File: src/verilog/ddr_consts.svh
`ifndef DDR_CONSTS_SVH
`define DDR_CONSTS_SVH

////////////////////////////////////////////////////////////////////////////
// pixel and beat geometry
////////////////////////////////////////////////////////////////////////////
`define PIX_W        24          // rgb888 pixel
`define SLOT_W       32          // one pixel slot inside a beat, top byte zero
`define BEAT_PIX     8           // pixels packed per ddr beat
`define BEAT_W       256         // ddr beat width

////////////////////////////////////////////////////////////////////////////
// ddr burst and buffering
////////////////////////////////////////////////////////////////////////////
`define BURST_BEATS  4           // beats per burst, also the wr_len value
`define LEN_W        16          // width of the burst length port
`define FIFO_DEPTH   16          // beats held per channel

////////////////////////////////////////////////////////////////////////////
// address map
////////////////////////////////////////////////////////////////////////////
`define ADDR_W       27
`define FRAME_STRIDE 4096        // offset of bank 1 from bank 0
`define CH0_BASE     0
`define CH1_BASE     16384

`endif

File: src/verilog/video_pkg.sv
`default_nettype none

`include "ddr_consts.svh"

////////////////////////////////////////////////////////////////////////////
// video side data types
////////////////////////////////////////////////////////////////////////////
package video_pkg;

  // one incoming pixel as it arrives from a channel
  typedef logic [`PIX_W-1:0] pixel_t;

  // packed ddr beat, pixel 0 in the lowest slot
  typedef logic [`BEAT_W-1:0] beat_t;

endpackage

`default_nettype wire

File: src/verilog/ddr_pkg.sv
`default_nettype none

`include "ddr_consts.svh"

////////////////////////////////////////////////////////////////////////////
// ddr side types
////////////////////////////////////////////////////////////////////////////
package ddr_pkg;

  typedef logic [`ADDR_W-1:0] ddr_addr_t;  // beat address on the ddr port

  // burst arbiter FSM
  typedef enum logic [1:0] {
    SCAN,       // look at one channel per cycle
    REQ,        // wreq raised, waiting for first data request
    DATA,       // beats moving
    WAIT_DONE   // all beats sent, waiting for wdone
  } arb_state_t;

endpackage

`default_nettype wire

File: src/verilog/wr_chan_if.sv
`timescale 1ns/1ps
`default_nettype none

// link between one channel writer and the burst arbiter
interface wr_chan_if;

  logic                burst_rdy;   // level, fifo holds a whole burst
  ddr_pkg::ddr_addr_t  burst_addr;  // address of the next burst
  video_pkg::beat_t    head_beat;   // show-ahead head of the fifo
  logic                pop;         // strobe, drop head beat
  logic                burst_done;  // strobe, burst written

  modport chan (
    output burst_rdy,
    output burst_addr,
    output head_beat,
    input  pop,
    input  burst_done
  );

  modport arb (
    input  burst_rdy,
    input  burst_addr,
    input  head_beat,
    output pop,
    output burst_done
  );

endinterface

`default_nettype wire

File: src/verilog/beat_fifo.sv
`timescale 1ns/1ps
`default_nettype none

`include "ddr_consts.svh"

module beat_fifo (
  input  wire              ddr_clk,
  input  wire              ddr_rstn,
  input  wire              i_push,
  input  video_pkg::beat_t i_data,
  input  wire              i_pop,
  output video_pkg::beat_t o_head,
  output logic [4:0]       o_level,
  output logic             o_full
);

  localparam int PTR_W = $clog2(`FIFO_DEPTH);

  video_pkg::beat_t mem [`FIFO_DEPTH];  // beat storage
  logic [PTR_W-1:0] wr_ptr;
  logic [PTR_W-1:0] rd_ptr;
  logic             do_push;
  logic             do_pop;

  assign do_push = i_push && !o_full;
  assign do_pop  = i_pop && (o_level != '0);

  assign o_head = mem[rd_ptr];                    // show-ahead read
  assign o_full = (o_level == 5'(`FIFO_DEPTH));

  always_ff @(posedge ddr_clk) begin
    if (do_push) begin
      mem[wr_ptr] <= i_data;
    end
  end

  always_ff @(posedge ddr_clk) begin
    if (ddr_rstn) begin
      wr_ptr  <= '0;
      rd_ptr  <= '0;
      o_level <= '0;
    end else begin
      if (do_push) begin
        wr_ptr <= wr_ptr + 1'b1;                  // wraps at depth
      end
      if (do_pop) begin
        rd_ptr <= rd_ptr + 1'b1;
      end
      case ({do_push, do_pop})
        2'b10:   o_level <= o_level + 1'b1;
        2'b01:   o_level <= o_level - 1'b1;
        default: o_level <= o_level;              // both or neither
      endcase
    end
  end

  // the arbiter only pops inside a granted burst, so the level must cover it
  a_no_pop_empty: assert property (
    @(posedge ddr_clk) disable iff (ddr_rstn)
    i_pop |-> (o_level != '0)
  );

endmodule

`default_nettype wire

File: src/verilog/chan_writer.sv
`timescale 1ns/1ps
`default_nettype none

`include "ddr_consts.svh"

module chan_writer #(
  parameter int unsigned BASE = `CH0_BASE
) (
  input  wire                ddr_clk,
  input  wire                ddr_rstn,
  input  wire                i_pix_valid,
  input  video_pkg::pixel_t  i_pix,
  input  wire                i_fsync,
  wr_chan_if.chan            wr,
  output logic               o_bank
);

  localparam int CNT_W = $clog2(`BEAT_PIX);

  ////////////////////////////////////////////////////////////////////////////
  // pixel packing
  ////////////////////////////////////////////////////////////////////////////
  logic [CNT_W-1:0]   pix_cnt;      // slot for the next pixel
  video_pkg::beat_t   pack_q;       // beat under assembly
  logic               push_q;       // full beat ready for the fifo
  logic [4:0]         fifo_level;
  logic               fifo_full;
  ddr_pkg::ddr_addr_t burst_ptr;    // offset of next burst within the frame
  ddr_pkg::ddr_addr_t bank_off;

  always_ff @(posedge ddr_clk) begin
    if (i_pix_valid && !i_fsync) begin
      pack_q[pix_cnt*`SLOT_W +: `SLOT_W] <= `SLOT_W'(i_pix);  // top byte zero
    end
  end

  always_ff @(posedge ddr_clk) begin
    if (ddr_rstn) begin
      pix_cnt <= '0;
      push_q  <= 1'b0;
    end else begin
      push_q <= 1'b0;
      if (i_fsync) begin
        pix_cnt <= '0;                            // drop a partial beat
      end else if (i_pix_valid) begin
        if (pix_cnt == CNT_W'(`BEAT_PIX - 1)) begin
          pix_cnt <= '0;
          push_q  <= 1'b1;                        // push lands next cycle
        end else begin
          pix_cnt <= pix_cnt + 1'b1;
        end
      end
    end
  end

  beat_fifo u_beat_fifo (
    .ddr_clk  (ddr_clk),
    .ddr_rstn (ddr_rstn),
    .i_push   (push_q),
    .i_data   (pack_q),
    .i_pop    (wr.pop),
    .o_head   (wr.head_beat),
    .o_level  (fifo_level),
    .o_full   (fifo_full)
  );

  ////////////////////////////////////////////////////////////////////////////
  // burst pointer and frame bank
  ////////////////////////////////////////////////////////////////////////////
  always_ff @(posedge ddr_clk) begin
    if (ddr_rstn) begin
      burst_ptr <= '0;
      o_bank    <= 1'b0;
    end else if (i_fsync) begin
      burst_ptr <= '0;
      o_bank    <= ~o_bank;                       // ping-pong per frame
    end else if (wr.burst_done) begin
      burst_ptr <= burst_ptr + ddr_pkg::ddr_addr_t'(`BURST_BEATS);
    end
  end

  assign bank_off = o_bank ? ddr_pkg::ddr_addr_t'(`FRAME_STRIDE) : '0;

  assign wr.burst_addr = ddr_pkg::ddr_addr_t'(BASE) + bank_off + burst_ptr;
  assign wr.burst_rdy  = (fifo_level >= 5'(`BURST_BEATS));  // water level

  // arbiter must drain faster than pixels arrive
  a_no_push_full: assert property (
    @(posedge ddr_clk) disable iff (ddr_rstn)
    push_q |-> !fifo_full
  );

endmodule

`default_nettype wire

File: src/flat_wrapper.sv
// flat-port wrapper written by rule: the top's interface ports become plain ports
module chan_writer_flat 
#(
  parameter int unsigned BASE = `CH0_BASE
)
  (ddr_clk, ddr_rstn, i_pix_valid, i_pix, i_fsync, o_bank, wr_burst_rdy, wr_burst_addr, wr_head_beat, wr_pop, wr_burst_done);
  wr_chan_if wr_i ();
  input  wire ddr_clk;
  input  wire ddr_rstn;
  input  wire i_pix_valid;
  input  video_pkg::pixel_t i_pix;
  input  wire i_fsync;
  output logic o_bank;
  output wire logic [$bits(wr_i.burst_rdy)-1:0] wr_burst_rdy;
  output wire logic [$bits(wr_i.burst_addr)-1:0] wr_burst_addr;
  output wire logic [$bits(wr_i.head_beat)-1:0] wr_head_beat;
  input wire logic [$bits(wr_i.pop)-1:0] wr_pop;
  input wire logic [$bits(wr_i.burst_done)-1:0] wr_burst_done;
  assign wr_burst_rdy = wr_i.burst_rdy;
  assign wr_burst_addr = wr_i.burst_addr;
  assign wr_head_beat = wr_i.head_beat;
  assign wr_i.pop = wr_pop;
  assign wr_i.burst_done = wr_burst_done;
  chan_writer #(.BASE(BASE)) u_core (.ddr_clk(ddr_clk), .ddr_rstn(ddr_rstn), .i_pix_valid(i_pix_valid), .i_pix(i_pix), .i_fsync(i_fsync), .wr(wr_i), .o_bank(o_bank));
endmodule
File: config.mk
export PLATFORM = sky130hd
export DESIGN_NAME = chan_writer_flat
export DESIGN_NICKNAME = d
export VERILOG_FILES = /design/src/verilog/video_pkg.sv /design/src/verilog/ddr_pkg.sv /design/src/verilog/wr_chan_if.sv /design/src/verilog/beat_fifo.sv /design/src/verilog/chan_writer.sv /design/src/flat_wrapper.sv
export VERILOG_INCLUDE_DIRS = /design/src /design/src/verilog
export SDC_FILE = /design/constraint.sdc
export NUM_CORES = 2
export LEC_CHECK = 0
export BUFFER_PORTS_ARGS = -buffer_cell sky130_fd_sc_hd__buf_2
export CAP_MARGIN = 20
export CORE_MARGIN = 1.5
export CORE_UTILIZATION = 52
export CTS_CLUSTER_SIZE = 12
export DETAILED_ROUTE_END_ITERATION = 16
export PLACE_DENSITY_LB_ADDON = 0.1
export SLEW_MARGIN = 10
export SYNTH_ARGS = -nofsm -noshare
export SYNTH_HDL_FRONTEND = slang
export SYNTH_SLANG_ARGS = --single-unit
File: constraint.sdc
create_clock -name ddr_clk -period 32.2 [get_ports ddr_clk]
set_input_delay 1.61 -clock ddr_clk [delete_from_list [all_inputs] [get_ports ddr_clk]]
set_output_delay 1.61 -clock ddr_clk [all_outputs]
set_load 0.05 [all_outputs]
==> results.py <==
metrics = {
    "yosys": {
        "syn_area_um2": 126000,
        "ys.flop_type": "edfxtp_1",
        "synth-seq-cells": 3311,
        "syn_area_per_cell_um2": 23.4,
        "synth.distinct_cells": 44,
        "async_reset_ff_share_pct": 0,
        "synth_edf_count": 3264,
        "yosys_warnings": 0,
        "syn_inst": 5388,
        "yosysSeqAreaShare_pct": 78.6,
    },
    "cells_and_area": {
        "stdcell_count": 9238,
        "drive_gt1_share_pct": 28.0,
        "area_growth_pct": 12.0,
        "layout_commonest_cell": "edfxtp_1",
        "fin_area_um2": 141000,
        "nets": 5884,
        "layout_common_cells": "3264 x edfxtp_1, 871 x mux4_2, 361 x clkbuf_16",
    },
    "sta": {
        "max-slew-margin-rel_pct": 23.8,
        "finalClockSkew_ps": 40.7,
        "setup_ws_ps": 24320,
        "setup_tns_ps": 0,
        "hold_viol_final": 0,
        "fin_crit_ps": 7880,
        "tightest_slew_ps": 1140,
        "final_max_slew_viol_count": 0,
        "setup_viol": 0,
        "rsz0062_at_grt": "false",
        "finalCritPeriodShare_pct": 24.5,
        "max_freq_mhz": 127,
    },
    "routing": {
        "vias": 57500,
        "vias_per_cell": 6.22,
        "totalWireLength_um": 309000,
        "drc": 0,
        "routed-wl-met2_um": 150000,
        "drt_iter0_markers": 6985,
        "highest-signal-layer": "met5",
        "dr.pass1.iters": 5,
        "m1WireLength_um": 129000,
        "route.met3.wl_um": 21700,
        "wl_per_cell_um": 33.4,
        "postRouteAntennaNets": 0,
    },
    "clock_network": {
        "cts_buffers": 354,
        "cts_sinks": 3311,
        "h-tree-depth": 5,
        "cts_tree": "built",
        "clock_latency_ps": 950,
        "cts_hold_buffers": 0,
        "cts_setup_buffers": 0,
        "cts_resized": 0,
        "cts_buffer_depth": 4,
        "cts_root_buf": "clkbuf_16",
        "cts.clk_slew.worst_paths_ps": 60,
    },
    "die": {
        "die_w_um": 495,
        "fp.dieH_um": 495,
        "fp.dieArea_um2": 245000,
        "ios": 315,
        "row_count": 180,
        "start_util_pct": 52.3,
        "core-area_um2": 241000,
    },
    "worst_setup_path": {
        "worstReg2RegEnd": "u_core.u_beat_fifo.mem[8][18]",
        "reg2reg_slack_ps": 27100,
        "r2r_cells": 7,
        "cp_max_fo": 58,
        "endpoint_kind": "primary output",
        "arrival_ps": 6270,
        "r2r-start": "u_core.u_beat_fifo.o_level[1]",
        "crit_type": "register to primary output",
        "worstSetupStartpointType": "register",
        "worstPathRequired_ps": 30590,
    },
    "global_routing": {
        "grt_pass1_wl_um": 432000,
        "antenna_found_initial": 37,
        "grt_usage_pct": 25.3,
        "grt.overflow.total": 0,
        "grt_pass1_vias": 58500,
        "grt_max_degree": 134,
    },
    "run_status": {
        "outcome": "completed",
    },
    "place": {
        "placed_cell_area_um2": 131000,
        "place.gp.congestion": 0.740,
        "dp_hpwl_um": 158000,
        "pre_cts_ws_ps": 25030,
        "port_buffers": 248,
        "dp_cells": 8665,
    },
    "worst_hold_path": {
        "hold_path_class": "register to register",
        "hold-path-cell-count": 2,
        "hp-start": "u_core.u_beat_fifo.rd_ptr[3]",
    },
    "pwr": {
        "powerDensity_nw_per_um2": 68.2,
        "p_leak_nw": 45.4,
        "ir_drop_mv": 0.0668,
    },
    "run": {
        "max-cap-violations": 0,
    },
}
layout make-up:
cell class	instances	area (um^2)
Antenna cell	10	25.0
Clock inverter	107	742
Inverter	10	37.5
Clock buffer	456	9400
Fill cell	17200	99600
Sequential cell	3311	99000
Multi-Input combinational cell	1775	25300
Timing Repair Buffer	384	2450
Tap cell	3185	3990
flip-flops by register name, summed over array words and instances (netlist names), named ones only:
register / cells
u_core.u_beat_fifo.rd_ptr: 4
u_core.push_q: 1
u_core.o_bank: 1
u_core.burst_ptr: 25
u_core.pix_cnt: 3
u_core.u_beat_fifo.mem: 3072
u_core.u_beat_fifo.o_level: 5
u_core.u_beat_fifo.wr_ptr: 4
u_core.pack_q: 192
power by group:
group	total [mW]	internal (mW)	switching [mW]
Clock	3.67	2.12	1.55
Combinational	1.24	0.491	0.749
Sequential	4.70	4.68	0.0227
worst max path at each step:
stage / endpoint / slack [ps] / cells past startpoint
after detailed placement: wr_head_beat[15] / 25030 / 9
after global routing: wr_head_beat[15] / 23700 / 9
after CTS: wr_head_beat[15] / 24020 / 9
after floorplan: u_core.u_beat_fifo.mem[3][0] / 17150 / 5
final: wr_head_beat[226] / 24320 / 8
after global placement: wr_head_beat[210] / 25020 / 9
per-layer routing:
layer | up-vias | global-route usage (%)
met2 | 2118 | 40.4
met1 | 31500 | 36.4
met5 | - | 0
met3 | 434 | 4.47
met4 | 12 | 6.89
li1 | 23400 | -
cell families (layout without fill, tap and decap cells):
family	after synthesis	after routing	synth area share [%]
flip-flops	3311	3311	78.6
multiplexers	967	967	16.4
AND/OR/NAND/NOR	483	483	1.97
buffers and inverters	367	957	1.58
AO/OA/AOI/OAI	198	198	0.985
XOR/XNOR	43	43	0.299
adder cells (fa/ha/maj)	18	18	0.179
other	1	76	0.00298
synth_stat cells (47+ instances only):
master    instances  area share, %
edfxtp_1       3264             78
mux4_2          871             16
nor2_1          161           0.48
clkbuf_1        143           0.43
and2_1           99           0.49
mux2i_1          96           0.76
a21oi_1          95           0.38
nor2b_1          94           0.47
buf_4            92           0.55
a211oi_1         89           0.53
buf_2            85           0.34
nand2_1          54           0.16
dfxtp_1          47           0.75
worst max-delay path: stages (launching register included):
cell,delay (ps)
dfxtp_4,750
buf_4,760
buf_4,730
buf_4,830
buf_4,790
mux4_2,350
mux2i_1,70
a21oi_1,500
buf_2,370
through the flow:
stage	total power, mW	utilization, %	hold WS [ps]
4_1_cts	9.70	58.6	519
5_1_grt	9.91	58.6	558
6_report	9.61	58.6	522
3_3_place_gp	6.06	54.4	486
3_5_place_dp	6.06	54.4	503
2_1_floorplan	5.78	-	467
Power figures use the tool's default switching activity.
