<file path="config.mk">
export PLATFORM = sky130hd
export DESIGN_NAME = burst_arbiter_flat
export DESIGN_NICKNAME = d
export VERILOG_FILES = /design/src/verilog/video_pkg.sv /design/src/verilog/ddr_pkg.sv /design/src/verilog/wr_chan_if.sv /design/src/verilog/burst_arbiter.sv /design/src/flat_wrapper.sv
export VERILOG_INCLUDE_DIRS = /design/src /design/src/verilog
export SDC_FILE = /design/constraint.sdc
export NUM_CORES = 1
export LEC_CHECK = 0
export BUFFER_PORTS_ARGS = -buffer_cell sky130_fd_sc_hd__buf_2
export CAP_MARGIN = 40
export CORE_AREA = 2 2 339 341
export DETAILED_ROUTE_END_ITERATION = 10
export DIE_AREA = 0 0 341 343
export PLACE_DENSITY = 0.3
export SKIP_CTS_REPAIR_TIMING = 1
export SYNTH_ARGS = -nofsm -noshare
export SYNTH_HDL_FRONTEND = slang
export SYNTH_SLANG_ARGS = --single-unit
</file>
<file path="constraint.sdc">
create_clock -name ddr_clk -period 2.71 [get_ports ddr_clk]
set_input_delay 0.542 -clock ddr_clk [delete_from_list [all_inputs] [get_ports ddr_clk]]
set_output_delay 0.542 -clock ddr_clk [all_outputs]
set_load 0.005 [all_outputs]
</file>
<file path="src/verilog/ddr_consts.svh">
`ifndef DDR_CONSTS_SVH
`define DDR_CONSTS_SVH

////////////////////////////////////////////////////////////////////////////
// pixel and beat geometry
////////////////////////////////////////////////////////////////////////////
`define PIX_W        24          // rgb888 pixel
`define SLOT_W       32          // one pixel slot inside a beat, top byte zero
`define BEAT_PIX     8           // pixels packed per ddr beat
`define BEAT_W       256         // ddr beat width

////////////////////////////////////////////////////////////////////////////
// ddr burst and buffering
////////////////////////////////////////////////////////////////////////////
`define BURST_BEATS  4           // beats per burst, also the wr_len value
`define LEN_W        16          // width of the burst length port
`define FIFO_DEPTH   16          // beats held per channel

////////////////////////////////////////////////////////////////////////////
// address map
////////////////////////////////////////////////////////////////////////////
`define ADDR_W       27
`define FRAME_STRIDE 4096        // offset of bank 1 from bank 0
`define CH0_BASE     0
`define CH1_BASE     16384

`endif

</file>
<file path="src/verilog/video_pkg.sv">
`default_nettype none

`include "ddr_consts.svh"

////////////////////////////////////////////////////////////////////////////
// video side data types
////////////////////////////////////////////////////////////////////////////
package video_pkg;

  // one incoming pixel as it arrives from a channel
  typedef logic [`PIX_W-1:0] pixel_t;

  // packed ddr beat, pixel 0 in the lowest slot
  typedef logic [`BEAT_W-1:0] beat_t;

endpackage

`default_nettype wire

</file>
<file path="src/verilog/ddr_pkg.sv">
`default_nettype none

`include "ddr_consts.svh"

////////////////////////////////////////////////////////////////////////////
// ddr side types
////////////////////////////////////////////////////////////////////////////
package ddr_pkg;

  typedef logic [`ADDR_W-1:0] ddr_addr_t;  // beat address on the ddr port

  // burst arbiter FSM
  typedef enum logic [1:0] {
    SCAN,       // look at one channel per cycle
    REQ,        // wreq raised, waiting for first data request
    DATA,       // beats moving
    WAIT_DONE   // all beats sent, waiting for wdone
  } arb_state_t;

endpackage

`default_nettype wire

</file>
<file path="src/verilog/wr_chan_if.sv">
`timescale 1ns/1ps
`default_nettype none

// link between one channel writer and the burst arbiter
interface wr_chan_if;

  logic                burst_rdy;   // level, fifo holds a whole burst
  ddr_pkg::ddr_addr_t  burst_addr;  // address of the next burst
  video_pkg::beat_t    head_beat;   // show-ahead head of the fifo
  logic                pop;         // strobe, drop head beat
  logic                burst_done;  // strobe, burst written

  modport chan (
    output burst_rdy,
    output burst_addr,
    output head_beat,
    input  pop,
    input  burst_done
  );

  modport arb (
    input  burst_rdy,
    input  burst_addr,
    input  head_beat,
    output pop,
    output burst_done
  );

endinterface

`default_nettype wire

</file>
<file path="src/verilog/burst_arbiter.sv">
`timescale 1ns/1ps
`default_nettype none

`include "ddr_consts.svh"

module burst_arbiter (
  input  wire                       ddr_clk,
  input  wire                       ddr_rstn,
  wr_chan_if.arb                    ch0,
  wr_chan_if.arb                    ch1,
  output logic                      o_ddr_wreq,
  output ddr_pkg::ddr_addr_t        o_ddr_waddr,
  output logic [`LEN_W-1:0]         o_ddr_wr_len,
  output video_pkg::beat_t          o_ddr_wdata,
  input  wire                       i_ddr_wdata_req,
  input  wire                       i_ddr_wdone
);

  localparam int BCNT_W = $clog2(`BURST_BEATS);

  ddr_pkg::arb_state_t state;
  logic                sel;         // round-robin pointer, 1 selects ch1
  logic [BCNT_W-1:0]   beat_cnt;    // beats already handed over
  logic                sel_rdy;
  logic                xfer;        // beat leaves this cycle
  logic                fin;         // burst closed by ddr side

  assign sel_rdy = sel ? ch1.burst_rdy : ch0.burst_rdy;
  assign xfer    = i_ddr_wdata_req &&
                   (state == ddr_pkg::REQ || state == ddr_pkg::DATA);
  assign fin     = i_ddr_wdone &&
                   (state == ddr_pkg::DATA || state == ddr_pkg::WAIT_DONE);

  ////////////////////////////////////////////////////////////////////////////
  // grant FSM
  ////////////////////////////////////////////////////////////////////////////
  always_ff @(posedge ddr_clk) begin
    if (ddr_rstn) begin
      state      <= ddr_pkg::SCAN;
      sel        <= 1'b0;
      beat_cnt   <= '0;
      o_ddr_wreq <= 1'b0;
    end else begin
      case (state)
        ddr_pkg::SCAN: begin
          if (sel_rdy) begin
            state      <= ddr_pkg::REQ;           // grant current channel
            o_ddr_wreq <= 1'b1;
            beat_cnt   <= '0;
          end else begin
            sel <= ~sel;                          // try the other one
          end
        end
        ddr_pkg::REQ: begin
          if (xfer) begin
            o_ddr_wreq <= 1'b0;                   // first beat accepted
            beat_cnt   <= beat_cnt + 1'b1;
            state      <= ddr_pkg::DATA;
          end
        end
        ddr_pkg::DATA: begin
          if (fin) begin
            state <= ddr_pkg::SCAN;
            sel   <= ~sel;
          end else if (xfer) begin
            beat_cnt <= beat_cnt + 1'b1;
            if (beat_cnt == BCNT_W'(`BURST_BEATS - 1)) begin
              state <= ddr_pkg::WAIT_DONE;
            end
          end
        end
        ddr_pkg::WAIT_DONE: begin
          if (fin) begin
            state <= ddr_pkg::SCAN;
            sel   <= ~sel;                        // next scan starts elsewhere
          end
        end
        default: state <= ddr_pkg::SCAN;
      endcase
    end
  end

  ////////////////////////////////////////////////////////////////////////////
  // ddr port mux and strobe routing
  ////////////////////////////////////////////////////////////////////////////
  assign o_ddr_waddr  = sel ? ch1.burst_addr : ch0.burst_addr;
  assign o_ddr_wdata  = sel ? ch1.head_beat : ch0.head_beat;
  assign o_ddr_wr_len = `LEN_W'(`BURST_BEATS);

  assign ch0.pop        = xfer && !sel;
  assign ch1.pop        = xfer && sel;
  assign ch0.burst_done = fin && !sel;
  assign ch1.burst_done = fin && sel;

  // request register must fall before the FSM goes back to scanning
  a_no_wreq_scan: assert property (
    @(posedge ddr_clk) disable iff (ddr_rstn)
    (state == ddr_pkg::SCAN) |-> !o_ddr_wreq
  );

  // ddr side only asks for data inside a granted burst
  a_no_dreq_scan: assert property (
    @(posedge ddr_clk) disable iff (ddr_rstn)
    (state == ddr_pkg::SCAN) |-> !i_ddr_wdata_req
  );

endmodule

`default_nettype wire

</file>
<file path="src/flat_wrapper.sv">
// flat-port wrapper written by rule: the top's interface ports become plain ports
module burst_arbiter_flat 
  (ddr_clk, ddr_rstn, o_ddr_wreq, o_ddr_waddr, o_ddr_wr_len, o_ddr_wdata, i_ddr_wdata_req, i_ddr_wdone, ch0_burst_rdy, ch0_burst_addr, ch0_head_beat, ch0_pop, ch0_burst_done, ch1_burst_rdy, ch1_burst_addr, ch1_head_beat, ch1_pop, ch1_burst_done);
  wr_chan_if ch0_i ();
  wr_chan_if ch1_i ();
  input  wire ddr_clk;
  input  wire ddr_rstn;
  output logic o_ddr_wreq;
  output ddr_pkg::ddr_addr_t o_ddr_waddr;
  output logic [`LEN_W-1:0] o_ddr_wr_len;
  output video_pkg::beat_t o_ddr_wdata;
  input  wire i_ddr_wdata_req;
  input  wire i_ddr_wdone;
  input wire logic [$bits(ch0_i.burst_rdy)-1:0] ch0_burst_rdy;
  input wire logic [$bits(ch0_i.burst_addr)-1:0] ch0_burst_addr;
  input wire logic [$bits(ch0_i.head_beat)-1:0] ch0_head_beat;
  output wire logic [$bits(ch0_i.pop)-1:0] ch0_pop;
  output wire logic [$bits(ch0_i.burst_done)-1:0] ch0_burst_done;
  input wire logic [$bits(ch1_i.burst_rdy)-1:0] ch1_burst_rdy;
  input wire logic [$bits(ch1_i.burst_addr)-1:0] ch1_burst_addr;
  input wire logic [$bits(ch1_i.head_beat)-1:0] ch1_head_beat;
  output wire logic [$bits(ch1_i.pop)-1:0] ch1_pop;
  output wire logic [$bits(ch1_i.burst_done)-1:0] ch1_burst_done;
  assign ch0_i.burst_rdy = ch0_burst_rdy;
  assign ch0_i.burst_addr = ch0_burst_addr;
  assign ch0_i.head_beat = ch0_head_beat;
  assign ch0_pop = ch0_i.pop;
  assign ch0_burst_done = ch0_i.burst_done;
  assign ch1_i.burst_rdy = ch1_burst_rdy;
  assign ch1_i.burst_addr = ch1_burst_addr;
  assign ch1_i.head_beat = ch1_head_beat;
  assign ch1_pop = ch1_i.pop;
  assign ch1_burst_done = ch1_i.burst_done;
  burst_arbiter u_core (.ddr_clk(ddr_clk), .ddr_rstn(ddr_rstn), .ch0(ch0_i), .ch1(ch1_i), .o_ddr_wreq(o_ddr_wreq), .o_ddr_waddr(o_ddr_waddr), .o_ddr_wr_len(o_ddr_wr_len), .o_ddr_wdata(o_ddr_wdata), .i_ddr_wdata_req(i_ddr_wdata_req), .i_ddr_wdone(i_ddr_wdone));
endmodule
</file>
==> flow_metrics.env, run 1 <==
export IMPL_fillers=13400
export IMPL_yosysTopAreaCell="mux2_2"
export IMPL_clk_pin_slew_ns=0.04
export IMPL_fin_crit_ns=2.44
export IMPL_hpwl_mm=63.1
export IMPL_viasPerCell=2.48
export IMPL_status="finished clean"
export IMPL_rsz0062_at_grt="false"
export IMPL_r2r_start="u_core.state[0]"
export IMPL_cpLargestDelayFamily="buffers and inverters"
export IMPL_setup_violations=0
export IMPL_dieArea_mm2=0.117
export IMPL_fp_row_count=124
export IMPL_synth_top_cells_by_area="mux2_2, buf_6, mux2_1, buf_4, dfxtp_1"
export IMPL_syn_area_per_cell_um2=10.5
export IMPL_cp_num_buf_inv=3
export IMPL_numClockSinks=6
export IMPL_p_leak_nw=4.87
export IMPL_dieWidth_um=341
export IMPL_layout_nets=1813
export IMPL_drtIter0Drc=286
export IMPL_clock_skew_ns=0.00280
export IMPL_most_common_layout_cells="buf_2, mux2_2, mux2_1"
export IMPL_gp_congestion=0.992
export IMPL_wire_per_inst_um=24.1
export IMPL_grt_usage_pct=10.5
export IMPL_grt_max_degree=76
export IMPL_fin_tns_setup_ns=0
export IMPL_numCtsBuffers=3
export IMPL_drive_above_1_share_pct=93.1
export IMPL_p_per_area_mw_per_mm2=636
export IMPL_grt_pass1_vias=6638
export IMPL_clock_path_buffers=2
export IMPL_worstSetupStartpoint="u_core.sel"
export IMPL_place_inst=2742
export IMPL_grt_ovfl_total=0
export IMPL_clk_latency_ns=0.23
export IMPL_path_cells="buf_12 -> buf_12 -> mux2_1 -> buf_2"
export IMPL_max_freq_mhz=409
export IMPL_syn_inst=386
export IMPL_path_max_fanout=75
export IMPL_yosys_warnings=0
export IMPL_utilization_pct=8.96
export IMPL_holdWs_ns=0.480
export IMPL_tightest_slew_ns=0.506
export IMPL_fin_crit_sh_pct=90.2
export IMPL_wl_mm=66.3
export IMPL_maxCapViolations=0
export IMPL_syn_area_mm2=0.00407
export IMPL_initial_utilization_pct=3.59
export IMPL_place_port_buffers=859
export IMPL_ios=876
export IMPL_die_height_um=343
export IMPL_dr_total_vias=6809
export IMPL_ant_nets=0
export IMPL_coreArea_mm2=0.113
export IMPL_yosysUniqueCellTypes=28
export IMPL_grt_pass1_wl_mm=77.5
export IMPL_peakVddDrop_v=0.000381
export IMPL_area_growth_pct=150
export IMPL_required_ns=2.17
export IMPL_crit_path_frequent_cell="buf_12"
export IMPL_cts_tree="built"
export IMPL_synth_seq_cells=6
export IMPL_critPathArrivalTime_ns=1.90
export IMPL_hold_path_startpoint="u_core.beat_cnt[1]"
export IMPL_start_kind="flop"
export IMPL_yosysTopAreaCellShare_pct=72.7
export IMPL_drv_slew=0
export IMPL_final_common_cell="buf_2"
export IMPL_min_path_type="reg -> reg"
export IMPL_end_kind="output port"
export IMPL_antenna_found_initial=37
export IMPL_h_tree_depth=1
export IMPL_worstSetupPathType="reg -> out"
export IMPL_drc=0
export IMPL_final_cells=2748
export IMPL_ys_seq_area_share_pct=2.95
export IMPL_relSlewSlack_pct=66.3
export IMPL_finalHoldViolCount=0
export IMPL_slowest_delay_ns=0.43
export IMPL_cts_root_buf="clkbuf_16"
export IMPL_drt_pass1_iter_count=4
export IMPL_cp_slowest_cell="mux2_1"
[per-stage QoR]
stage | setup WS (ns) | power (mW) | instance area, um^2
2_1_floorplan | 0.999 | 3.19 | 4120
3_3_place_gp | 0.543 | 6.45 | 10100
3_5_place_dp | 0.528 | 6.42 | 10100
4_1_cts | 0.280 | 6.72 | 10200
5_1_grt | 0.230 | 6.91 | 10200
6_report | 0.267 | 6.46 | 10200
[synth_stat cells, drive strengths merged]
master / number
ha: 6
nor2b: 2
o21ai: 2
or2: 1
nand2b: 2
mux2: 283
mux2i: 3
a41o: 1
a311oi: 1
a31oi: 1
dfxtp: 6
nor3b: 1
a21oi: 7
a221oi: 1
inv: 5
nand3b: 1
buf: 48
conb: 2
nand3: 2
a31o: 1
nand2: 4
nor2: 3
and3: 2
a21o: 1
[area by class of cell]
type	instances	area (um^2)	share of cell area (%)
sequential	6	124	1.22
antenna	2	5.00	0.0492
tap	1512	1890	18.6
timing repair buffer	878	4490	44.2
clock buffer	4	78.8	0.776
multi-input combinational	341	3550	35.0
inverter	5	18.8	0.185
[metal layers]
layer	up-vias	part of all wire [%]	GRT usage [%]
met2	532	47	17.6
met3	58	9.4	3.16
li1	3113	-	-
met5	-	0.20	0
met4	18	0.62	0.587
met1	3088	43	13.7
[power by group]
group	switching (mW)	internal, mW	leakage, nW
Combinational	3.24	2.80	4.78
Sequential	0.0409	0.132	0.0501
Clock	0.0526	0.195	0.0382
[flip-flops by register name, indices dropped and copies added (netlist names)]
signal and cells:
u_core.beat_cnt 2, u_core.state 2, u_core.o_ddr_wreq 1, u_core.sel 1
[tightest hold or removal path: cells and delay by family, from the launching register on]
| family | cells | cell delay (ns) |
|---|---|---|
| flops | 1 | 0.30 |
| simple gates | 1 | 0.07 |
| compound gates | 1 | 0.06 |
[path summary, 6_finish.rpt]
path,end,slack (ns),depth (start not counted)
hold / removal,u_core.beat_cnt[1],0.48,2
setup reg to reg,u_core.sel,0.94,6
hold reg to reg,u_core.beat_cnt[1],0.48,2
setup / recovery,o_ddr_wdata[59],0.27,4
[cells by family (layout without fill, tap and decap cells)]
family,Yosys count,in the layout,synth area share [%]
AO/OA/AOI/OAI,15,15,2.58
buffers and inverters,53,887,11.1
other,2,18,0.184
multiplexers,286,286,79.0
adder cells (fa/ha/maj),6,6,1.84
flip-flops,6,6,2.95
AND/OR/NAND/NOR,18,18,2.34
Power figures use the tool's default switching activity.
==> inputs of run 2 (changes only) <==
--- a/config.mk
+++ b/config.mk
@@ -11,7 +11,7 @@
 export CORE_AREA = 2 2 339 341
 export DETAILED_ROUTE_END_ITERATION = 10
 export DIE_AREA = 0 0 341 343
-export PLACE_DENSITY = 0.3
+export PLACE_DENSITY = 0.32
 export SKIP_CTS_REPAIR_TIMING = 1
 export SYNTH_ARGS = -nofsm -noshare
 export SYNTH_HDL_FRONTEND = slang
==> flow_metrics.env, run 2 (same netlist as run 1, synthesis figures left out) <==
export IMPL_required_ns=2.17
export IMPL_layout_nets=1812
export IMPL_dieWidth_um=341
export IMPL_wire_per_inst_um=24.7
export IMPL_place_port_buffers=859
export IMPL_dpl_cell_area_mm2=0.0101
export IMPL_final_cells=2756
export IMPL_multi_input_area_mm2=0.00355
export IMPL_max_freq_mhz=418
export IMPL_place_inst=2741
export IMPL_initial_utilization_pct=3.59
export IMPL_end_kind="output port"
export IMPL_clock_path_buffers=2
export IMPL_fillers=13400
export IMPL_path_max_fanout=71
export IMPL_hpwl_mm=64.6
export IMPL_status="finished clean"
export IMPL_utilization_pct=8.96
export IMPL_fin_crit_ns=2.39
export IMPL_clk_pin_slew_ns=0.04
export IMPL_use_met3_pct=7.24
export IMPL_die_height_um=343
export IMPL_start_kind="flop"
export IMPL_drv_slew=0
export IMPL_drc=0
export IMPL_grt_pass1_vias=6621
export IMPL_rsz0062_at_grt="false"
export IMPL_dr_total_vias=6931
export IMPL_viasPerCell=2.51
export IMPL_top_regs="u_core.beat_cnt x2, u_core.state x2"
export IMPL_most_common_layout_cells="buf_2, mux2_2, mux2_1"
export IMPL_ios=876
export IMPL_fp_row_count=124
export IMPL_relSlewSlack_pct=62.8
export IMPL_antenna_found_initial=44
export IMPL_fin_tns_setup_ns=0
export IMPL_critPathArrivalTime_ns=1.85
export IMPL_grt_ovfl_total=0
export IMPL_maxCapViolations=0
export IMPL_drive_above_1_share_pct=93.1
export IMPL_finalHoldViolCount=0
export IMPL_total_power_mw=6.61
export IMPL_coreArea_mm2=0.113
export IMPL_drtIter0Drc=327
export IMPL_grt_pass1_wl_mm=79.7
export IMPL_wl_mm=68.2
export IMPL_p_per_area_mw_per_mm2=650
export IMPL_h_tree_depth=1
export IMPL_setup_violations=0
export IMPL_fin_ws_ns=0.319
export IMPL_gp_congestion=1.06
export IMPL_clk_latency_ns=0.23
export IMPL_worstSetupPathType="reg -> out"
export IMPL_min_path_type="reg -> reg"
export IMPL_seq_area_um2=124
export IMPL_grt_usage_pct=10.8
export IMPL_grt_busiest_layer="met2"
export IMPL_p_leak_nw=4.86
export IMPL_clock_skew_ns=0.00136
export IMPL_peakVddDrop_v=0.000297
export IMPL_use_met2_pct=15.0
export IMPL_final_common_cell="buf_2"
export IMPL_holdWs_ns=0.469
export IMPL_cts_root_buf="clkbuf_16"
export IMPL_grt_max_degree=72
export IMPL_area_growth_pct=150
export IMPL_dieArea_mm2=0.117
export IMPL_drt_pass1_iter_count=5
export IMPL_ant_nets=0
export IMPL_dp_slack_ns=0.573
export IMPL_grtUsageMet1_pct=13.9
export IMPL_numCtsBuffers=3
export IMPL_tightest_slew_ns=0.554
export IMPL_design_area_mm2=0.0102
export IMPL_fin_crit_sh_pct=88.2
export IMPL_cts_tree="built"
export IMPL_numClockSinks=6
run 2: worst max-delay path: stages, from the launching register on:
cell and delay [ns]:
dfxtp_4 0.37, buf_12 0.17, buf_12 0.32, mux2_2 0.47, buf_2 0.16
run 2: per-layer routing:
layer	part of all wire, %	vias up
met4	1.5	24
met2	39	553
met1	43	3160
li1	-	3124
met5	0.23	-
met3	16	70
run 2: report_power, final:
group	switching, mW	internal [mW]
clock network	0.0638	0.197
registers	0.0425	0.132
logic	3.39	2.78
total	3.50	3.10
run 2: path summary, 6_finish.rpt:
| check | from | to | slack (ns) | cells past startpoint |
|---|---|---|---|---|
| max reg2reg | u_core.state[0] | u_core.sel | 0.68 | 6 |
| min | u_core.beat_cnt[1] | u_core.beat_cnt[1] | 0.47 | 2 |
| max | u_core.sel | o_ddr_wdata[120] | 0.32 | 4 |
| min reg2reg | u_core.beat_cnt[1] | u_core.beat_cnt[1] | 0.47 | 2 |
run 2: area by class of cell:
class / count / area share (%)
timing repair buffer: 877 / 44.0
multi-input combinational: 341 / 34.9
tap: 1512 / 18.6
sequential: 6 / 1.22
clock buffer: 4 / 0.775
antenna: 11 / 0.271
inverter: 5 / 0.185
